[src/include/lsu_macros.svh]
`ifndef LSU_MACROS_SVH
`define LSU_MACROS_SVH

// Copy one field of the same name from a stage register into a pass struct
// Use inside a procedural block, e.g. `PASS(pass, req_q, rd);
`define PASS(dst, src, field) dst.field = src.field

`endif

[src/design/lsu_pkg.sv]
package lsu_pkg;

    typedef logic [31:0] u32_t;
    typedef logic [4:0]  reg_idx_t;

    typedef enum logic [1:0] {
        BYTE      = 2'd0,
        HALF_WORD = 2'd1,
        WORD      = 2'd2
    } size_t;

    // Memory operation as decoded by execute
    typedef struct packed {
        logic  is_mem;
        logic  is_store;
        logic  is_signed;
        size_t size;
    } mem_op_t;

    typedef enum logic [1:0] {
        EXC_NONE = 2'd0,
        EXC_ALE  = 2'd1,
        EXC_ADE  = 2'd2
    } excp_code_t;

    typedef struct packed {
        logic       valid;
        excp_code_t code;
        u32_t       badv;
    } excp_t;

    // Request state handed from mem1 to mem2
    typedef struct packed {
        logic     valid;
        mem_op_t  op;
        reg_idx_t rd;
        u32_t     va;
        logic [1:0] offset;
    } mem1_mem2_pass_t;

    // Common operation encodings
    localparam mem_op_t OP_NOP = '{is_mem: 1'b0, is_store: 1'b0, is_signed: 1'b0, size: WORD};
    localparam mem_op_t OP_LB  = '{is_mem: 1'b1, is_store: 1'b0, is_signed: 1'b1, size: BYTE};
    localparam mem_op_t OP_LBU = '{is_mem: 1'b1, is_store: 1'b0, is_signed: 1'b0, size: BYTE};
    localparam mem_op_t OP_LH  = '{is_mem: 1'b1, is_store: 1'b0, is_signed: 1'b1, size: HALF_WORD};
    localparam mem_op_t OP_LHU = '{is_mem: 1'b1, is_store: 1'b0, is_signed: 1'b0, size: HALF_WORD};
    localparam mem_op_t OP_LW  = '{is_mem: 1'b1, is_store: 1'b0, is_signed: 1'b1, size: WORD};
    localparam mem_op_t OP_SB  = '{is_mem: 1'b1, is_store: 1'b1, is_signed: 1'b0, size: BYTE};
    localparam mem_op_t OP_SH  = '{is_mem: 1'b1, is_store: 1'b1, is_signed: 1'b0, size: HALF_WORD};
    localparam mem_op_t OP_SW  = '{is_mem: 1'b1, is_store: 1'b1, is_signed: 1'b0, size: WORD};

    // Data RAM geometry
    localparam int RAM_WORDS = 256;
    localparam int RAM_AW    = 8;

endpackage

[src/design/mem2_stage.sv]
`include "lsu_macros.svh"

module mem2_stage
    import lsu_pkg::*;
(
    input  logic            clk,
    input  logic            rst_n,
    input  logic            flush,
    input  logic            m1_valid,
    output logic            m2_ready,
    input  mem1_mem2_pass_t pass,
    input  excp_t           excp,
    input  u32_t            bus_rdata,
    output logic            out_valid,
    input  logic            out_ready,
    output reg_idx_t        out_rd,
    output u32_t            out_data,
    output excp_t           out_excp
);

    typedef struct packed {
        reg_idx_t rd;
        u32_t     data;
        excp_t    excp;
    } m2_res_t;

    m2_res_t res_d;
    m2_res_t res_q;
    logic    out_valid_q;
    logic    m1_fire;
    u32_t    shifted;
    u32_t    load_data;

    assign m2_ready = ~out_valid_q | out_ready;
    assign m1_fire  = m1_valid & m2_ready;

    // Move the addressed byte or half-word down to bit 0
    assign shifted = bus_rdata >> {pass.offset, 3'b000};

    always_comb begin
        case (pass.op.size)
            BYTE: begin
                load_data = pass.op.is_signed ? {{24{shifted[7]}}, shifted[7:0]}
                                              : {24'd0, shifted[7:0]};
            end
            HALF_WORD: begin
                load_data = pass.op.is_signed ? {{16{shifted[15]}}, shifted[15:0]}
                                              : {16'd0, shifted[15:0]};
            end
            default: load_data = bus_rdata;
        endcase
    end

    always_comb begin
        `PASS(res_d, pass, rd);
        res_d.excp = excp;
        res_d.data = '0;
        // Stores and faulting accesses return zero
        if (!excp.valid && pass.op.is_mem && !pass.op.is_store) begin
            res_d.data = load_data;
        end
    end

    always_ff @(posedge clk or negedge rst_n) begin
        if (!rst_n) begin
            out_valid_q <= 1'b0;
        end else if (flush) begin
            out_valid_q <= 1'b0;
        end else if (m1_fire) begin
            // Dead entries are consumed but never shown
            out_valid_q <= pass.valid;
        end else if (out_ready) begin
            out_valid_q <= 1'b0;
        end
    end

    always_ff @(posedge clk) begin
        if (m1_fire) begin
            res_q <= res_d;
        end
    end

    assign out_valid = out_valid_q;
    assign out_rd    = res_q.rd;
    assign out_data  = res_q.data;
    assign out_excp  = res_q.excp;

    a_out_hold: assert property (@(posedge clk) disable iff (!rst_n)
        out_valid && !out_ready && !flush |=> out_valid && $stable(res_q));

endmodule

[config.mk]
export PLATFORM = sky130hd
export DESIGN_NAME = mem2_stage
export DESIGN_NICKNAME = d
export VERILOG_FILES = /design/src/design/lsu_pkg.sv /design/src/design/mem2_stage.sv
export VERILOG_INCLUDE_DIRS = /design/src /design/src/include
export SDC_FILE = /design/constraint.sdc
export NUM_CORES = 1
export LEC_CHECK = 0
export BUFFER_PORTS_ARGS = -buffer_cell sky130_fd_sc_hd__buf_2
export CAP_MARGIN = 20
export CORE_ASPECT_RATIO = 1.5
export CORE_MARGIN = 3
export CORE_UTILIZATION = 42
export DETAILED_ROUTE_END_ITERATION = 8
export MAX_ROUTING_LAYER = met4
export PLACE_DENSITY_LB_ADDON = 0.08
export SLEW_MARGIN = 5
export SYNTH_ARGS = -nofsm -noshare
export SYNTH_HDL_FRONTEND = slang
export SYNTH_SLANG_ARGS = --single-unit
export TNS_END_PERCENT = 50
[constraint.sdc]
create_clock -name clk -period 2.91 [get_ports clk]
set_input_delay 0.582 -clock clk [delete_from_list [all_inputs] [get_ports clk]]
set_output_delay 0.582 -clock clk [all_outputs]
set_load 0.005 [all_outputs]
==> reports/results.tsv, run 1 <==
stage	metric	value	unit
drt	wl	7310	um
clocking	cts_tree	built	
power_and_ir_drop	power_frac_clock	0.332	
synthesis	async_flop_share	0.0137	
synthesis	yosysUniqueCellTypes	22	
setup_path	worstPathRequired	2960	ps
floorplanning	start_util	0.441	
layout	multi_input_area	678	um2
setup_path	ff2ff_path_depth	3	
global_route	grt_usage	0.191	
power_and_ir_drop	intPower	1.72	mW
setup_path	reg2reg_slack	1330	ps
power_and_ir_drop	switchingPower	0.498	mW
drt	drc_errors	0	
synthesis	synth-seq-cells	73	
floorplanning	placeableCoreArea	0.00662	mm2
floorplanning	die_area	0.00801	mm2
clocking	cts_buffer_depth	2	
synthesis	synth_commonest_cells	edfxtp_1 (72), a21oi_1 (32), nand2_1 (19)	
clocking	cts_resized	0	
drt	drtPass1Iterations	4	
setup_path	cp-startpoint	pass[0]	
sta	maxSlewViolCount	0	
global_route	grt_max_degree	40	
clocking	cts.htree.levels	3	
synthesis	synth_compound_area_frac	0.132	
setup_path	reg2reg_to	out_data[23]	
sta	rsz0062_at_grt	false	
synthesis	synth_edf_count	72	
setup_path	cp_num_cells	5	
place	gp_congestion	0.915	
flow_run	drv_cap	0	
setup_path	worstPathArrival	2000	ps
min_path	hold_start	flush	
power_and_ir_drop	p_seq_frac	0.556	
place	io_buffer_count	158	
synthesis	synth_top_family_by_area	compound AO/OA/AOI/OAI gates	
layout	nets	468	
synthesis	synthAdderAreaFrac	0	
drt	wl_met1	2620	um
min_path	hp-class	input pin to flop	
drt	avgViaCountPerCell	5.16	
synthesis	avgSynthCellArea	15.3	um2
layout	areaGrowthSynthToFinish	36.0	%
synthesis	ys_top_cells_by_area	edfxtp_1 (74%), a21oi_1 (5.5%), mux2i_1 (3.1%)	
drt	first_iter_violations	93	
power_and_ir_drop	switching_share	0.224	
setup_path	reg2reg_from	out_valid	
sta	finalHoldViolations	0	
clocking	clk_pin_slew_worst_paths	70	ps
layout	n_antenna_cell	0	
drt	dr_wl_met2	3910	um
status	status	finished clean	
global_route	antenna_found_initial	0	
power_and_ir_drop	power	2.22	mW
drt	avgRoutedWirePerCell	17.0	um
clocking	cts_hold_buf	1	
power_and_ir_drop	leakagePower	1.74	nW
floorplanning	chipHeight	108	um
sta	setup_viol	0	
drt	drtAntennaViolNets	0	
global_route	grt_pass1_vias	2176	
sta	slew_headroom	0.435	
setup_path	slowest_delay	440	ps
drt	vias	2224	
setup_path	crit_family	compound AO/OA/AOI/OAI gates	
sta	tightest_slew	845	ps
synthesis	synth.most_common_cell	edfxtp_1	
power_and_ir_drop	worst_ir_drop_vdd	254	uV
setup_path	crit_end	out_data[17]	
drt	routed.top_layer	met4	
global_route	overflow	0	
synthesis	muxShareOfSynthArea	0.0385	
clocking	worst_skew_pair.late_latency	340	ps
drt	routed-wl-met3	565	um
floorplanning	die_x	74.1	um
synthesis	syn_inst	191	
clocking	cts_setup_buffers	0	
clocking	cts.sinks	73	
layout	fillers	573	
synthesis	yosysWarnings	0	
synthesis	seq_area_frac_synth	0.749	
setup_path	crit_buf_inv	1	
setup_path	crit_slowest_cell	a21boi_4	
place	dp_hpwl	5440	um
synthesis	synth_top_area_frac	0.740	
clocking	clock-root-buffer	clkbuf_8	
setup_path	crit_type	input pin to flop	
global_route	grt_pass1_wl	10700	um
layout	drive_gt1_frac	0.515	
floorplanning	rows	36	
layout	regArea	0.00219	mm2
synthesis	synth-simple-area-share	0.0608	
setup_path	end_kind	flop	
synthesis	ys.flop_type	edfxtp_1	
sta	fmax	512	MHz
synthesis	synthXorXnorAreaFrac	0	
sta	period_share	0.671	
setup_path	crit_path_start_kind	input pin	
sta	finalSetupTns	0	ps
clocking	cts_buffers	9	
synthesis	synth_top_cell_by_area	edfxtp_1	
synthesis	syn_nets	308	
sta	fin_skew	9.15	ps
power_and_ir_drop	power.density	559	mW/mm2
floorplanning	ios	191	
sta	layout_min_cycle_time	1950	ps
synthesis	synth_area	0.00292	mm2
setup_path	cp_max_fo	20	
power_and_ir_drop	p_comb_frac	0.113	
setup_path	crit_chain	buf_2 -> mux4_2 -> nand2_4 -> a21boi_4 -> a21oi_1	
[through the flow]
| step | std cells | hold WS (ps) | util | setup WS [ps] | instance area, um2 |
|---|---|---|---|---|---|
| 2_1_floorplan | 191 | 286 | - | 38.1 | 2920 |
| 3_3_place_gp | 415 | 358 | 0.572 | 642 | 3790 |
| 3_5_place_dp | 415 | 362 | 0.572 | 591 | 3790 |
| 4_1_cts | 431 | 366 | 0.600 | 993 | 3970 |
| 5_1_grt | 431 | 385 | 0.600 | 876 | 3970 |
| 6_report | 431 | 390 | 0.600 | 957 | 3970 |
[layer usage]
metal | global-route usage | vias up
li1 | - | 1064
met1 | 0.212 | 1039
met2 | 0.317 | 105
met3 | 0.0288 | 16
met4 | 0.115 | 0
met5 | - | -
[cell type report]
cell class,count,area share
flip-flops and latches,73,0.551
repair buffers,162,0.210
multi-input cells,105,0.171
clock buffers,11,0.0331
well taps,76,0.0239
clock inverters,4,0.0113
[power groups by stage]
stage,Clock [mW],Sequential (mW),Combinational (mW)
2_1_floorplan,0,1.27,0.0939
4_1_cts,0.765,1.23,0.255
3_5_place_dp,0,1.26,0.254
5_1_grt,0.794,1.24,0.277
3_3_place_gp,0,1.26,0.250
6_report,0.736,1.23,0.251
[worst min-delay path by stage]
stage                     end  cells past startpoint
detailed placement  out_valid                      1
finish              out_valid                      2
CTS                 out_valid                      2
global route        out_valid                      2
global placement    out_valid                      1
floorplan           out_valid                      0
[cells by family after synthesis]
family | count (synthesis)
compound gates | 56
buf+inv | 13
flops | 73
mux | 10
simple gates | 39
[cell usage in the layout, fill, tap and decap left out]
cell           instances
buf_4                  2
a22oi_1                8
o221a_2                7
clkbuf_1               2
nand2_4                1
o22ai_1                1
and2_1                 1
nand2b_1               2
nor2_1                11
a21boi_4               1
and2_4                 1
dfrtp_1                1
clkbuf_8               9
clkinv_1               2
mux2i_1                9
clkinvlp_4             1
and3b_1                1
o2bb2ai_1              7
a21oi_1               32
dlygate4sd3_1          1
nor2b_1                2
bufinv_16              1
buf_12                 1
nand2_1               19
nor3b_1                1
buf_2                158
edfxtp_1              72
mux4_2                 1
[state kept, by name, summed over array words and instances (netlist names)]
signal	flops
out_excp	35
out_data	32
out_valid	1
out_rd	5
(Power assumes the default switching activity.)
==> run 2: changes to the inputs <==
--- a/config.mk
+++ b/config.mk
@@ -10,7 +10,7 @@
 export CAP_MARGIN = 20
 export CORE_ASPECT_RATIO = 1.5
 export CORE_MARGIN = 3
-export CORE_UTILIZATION = 42
+export CORE_UTILIZATION = 38
 export DETAILED_ROUTE_END_ITERATION = 8
 export MAX_ROUTING_LAYER = met4
 export PLACE_DENSITY_LB_ADDON = 0.08
==> constraint.sdc (replaced) <==
create_clock -name clk -period 1.7 [get_ports clk]
set_input_delay 0.34 -clock clk [delete_from_list [all_inputs] [get_ports clk]]
set_output_delay 0.34 -clock clk [all_outputs]
set_load 0.005 [all_outputs]
==> run 2 against run 1 <==
  * Clock skew shrank 2.7 ps
  * Global-route usage shrank 2.2 points
  * Die area grew 9.8%
  * Critical path type unchanged
==> reports/results.tsv, run 2 (same netlist as run 1, synthesis figures left out) <==
stage	metric	value	unit	change
layout	layout_common_cells	buf_2 (158), edfxtp_1 (72), a21oi_1 (32)		
setup_path	reg2reg_to	out_excp[6]		
clocking	clock-root-buffer	clkbuf_8		
power_and_ir_drop	worst_ir_drop_vdd	487	uV	+92%
place	dp_hpwl	5540	um	+1.9%
floorplanning	ios	191		unchanged
layout	nets	482		+3.0%
layout	fillers	643		+12%
clocking	clk_pin_slew_worst_paths	80	ps	about the same
clocking	cts_buffers	9		unchanged
drt	first_iter_violations	107		+15%
clocking	cts_buffer_depth	2		unchanged
sta	tightest_slew	584	ps	-262 ps
sta	finalSetupTns	0	ps	unchanged
power_and_ir_drop	power	3.99	mW	+80%
drt	drtAntennaViolNets	0		unchanged
setup_path	crit_path_start_kind	input pin		
global_route	grt_max_degree	48		+20%
setup_path	worstPathRequired	1890	ps	-1070 ps
layout	final_common_cell	buf_2		
sta	maxSlewViolCount	0		unchanged
sta	fin_skew	6.40	ps	-2.75 ps
floorplanning	die_x	77.6	um	+4.7%
min_path	hp-class	input pin to flop		
flow_run	drv_cap	0		unchanged
drt	avgRoutedWirePerCell	15.2	um	-10%
floorplanning	rows	38		+5.6%
min_path	holdPathStages	2		unchanged
layout	largest_register_ffs	35		unchanged
clocking	cts.htree.levels	3		unchanged
power_and_ir_drop	power.density	961	mW/mm2	+72%
drt	drtPass1Iterations	4		unchanged
status	status	finished clean		
floorplanning	placeableCoreArea	0.00737	mm2	+11%
place	io_buffer_count	158		unchanged
setup_path	crit_slowest_cell	nor2b_1		
sta	setup_viol	0		unchanged
sta	slew_headroom	0.610		+0.175
sta	layout_min_cycle_time	1440	ps	
floorplanning	start_util	0.396		-0.0448
setup_path	reg2reg_from	out_valid		
setup_path	ff2ff_path_depth	3		unchanged
sta	finalHoldViolations	0		unchanged
setup_path	slowest_delay	480	ps	+40 ps
setup_path	crit_type	input pin to flop		
drt	vias	2194		-1.3%
global_route	antenna_found_initial	0		unchanged
layout	areaGrowthSynthToFinish	42.1	%	
setup_path	cp_max_fo	12		-40%
floorplanning	die_area	0.00880	mm2	+9.8%
min_path	hold_start	flush		
clocking	cts.sinks	73		unchanged
drt	avgViaCountPerCell	4.67		-9.5%
layout	n_antenna_cell	0		unchanged
sta	hold_slack	153	ps	-237 ps
sta	period_share	0.845		
clocking	cts_resized	0		unchanged
setup_path	reg2reg_slack	410	ps	-920 ps
clocking	worst_skew_pair.late_latency	340	ps	about the same
power_and_ir_drop	leakagePower	1.83	nW	+5.4%
global_route	grt_pass1_vias	2101		-3.4%
place	gp_congestion	0.876		-4.2%
setup_path	crit_chain	buf_2 -> buf_4 -> nor2b_1 -> o2bb2ai_1 -> a22oi_1 -> a21oi_1		
sta	rsz0062_at_grt	false		
floorplanning	chipHeight	113	um	+4.8%
clocking	cts_tree	built		
min_path	min_to	out_valid		
setup_path	worstPathArrival	1620	ps	-380 ps
global_route	grt_usage	0.168		-0.0225
drt	wl	7150	um	-2.2%
global_route	overflow	0		unchanged
setup_path	end_kind	flop		
layout	drive_gt1_frac	0.538		+0.0223
sta	fmax	696	MHz	
drt	drc_errors	0		unchanged
global_route	grt_pass1_wl	10700	um	+0.45%
[run 2: layer usage]
metal  GRT usage  up-vias  share of wire
met3      0.0561        7          0.073
met2       0.274      101           0.52
li1            -     1088              -
met1       0.191      998           0.39
met5           -        -              0
met4      0.0677        0          0.013
[run 2: stage by stage]
| stage | util | std cells | worst slack (ps) | cell area, um2 |
|---|---|---|---|---|
| 3_3_place_gp | 0.534 | 453 | -66.1 | 3930 |
| 3_5_place_dp | 0.534 | 453 | -95.4 | 3930 |
| 6_report | 0.563 | 470 | 263 | 4150 |
| 5_1_grt | 0.563 | 470 | 263 | 4150 |
| 2_1_floorplan | - | 191 | 24.8 | 2920 |
| 4_1_cts | 0.563 | 470 | 274 | 4150 |
[run 2: worst max-delay path: cells and delay by family]
family                 cells  cell delay, ps
AO/OA/AOI/OAI              3             490
buffers and inverters      2             300
AND/OR/NAND/NOR            1             480
[run 2: how the worst max path moves through the flow]
stage                  from            to  slack [ps]  cells past startpoint
floorplan           pass[1]  out_data[24]          20                      5
global placement    pass[1]  out_data[11]         -70                      6
detailed placement  pass[1]  out_data[11]        -100                      6
CTS                 pass[1]  out_data[11]         270                      6
global route        pass[1]  out_data[16]         260                      7
finish              pass[1]  out_data[11]         260                      6
[run 2: area by class of cell]
| cell class | instances | area [um2] | area share |
|---|---|---|---|
| Sequential cell | 73 | 2190 | 0.527 |
| Multi-Input combinational cell | 105 | 678 | 0.163 |
| Clock inverter | 6 | 81.3 | 0.0196 |
| Timing Repair Buffer | 176 | 953 | 0.230 |
| Clock buffer | 10 | 128 | 0.0307 |
| Tap cell | 100 | 125 | 0.0301 |
[run 2: timing repair]
action	in CTS	in global routing
endpoints found under the hold margin	1	0
hold buffers	1	0
setup buffers	0	0
[run 2: where the power goes]
part           switching, mW  internal (mW)  total, mW
Clock                  0.600          0.820       1.42
Sequential            0.0198           2.09       2.11
Combinational          0.238          0.221      0.459
Total                  0.858           3.13       3.99
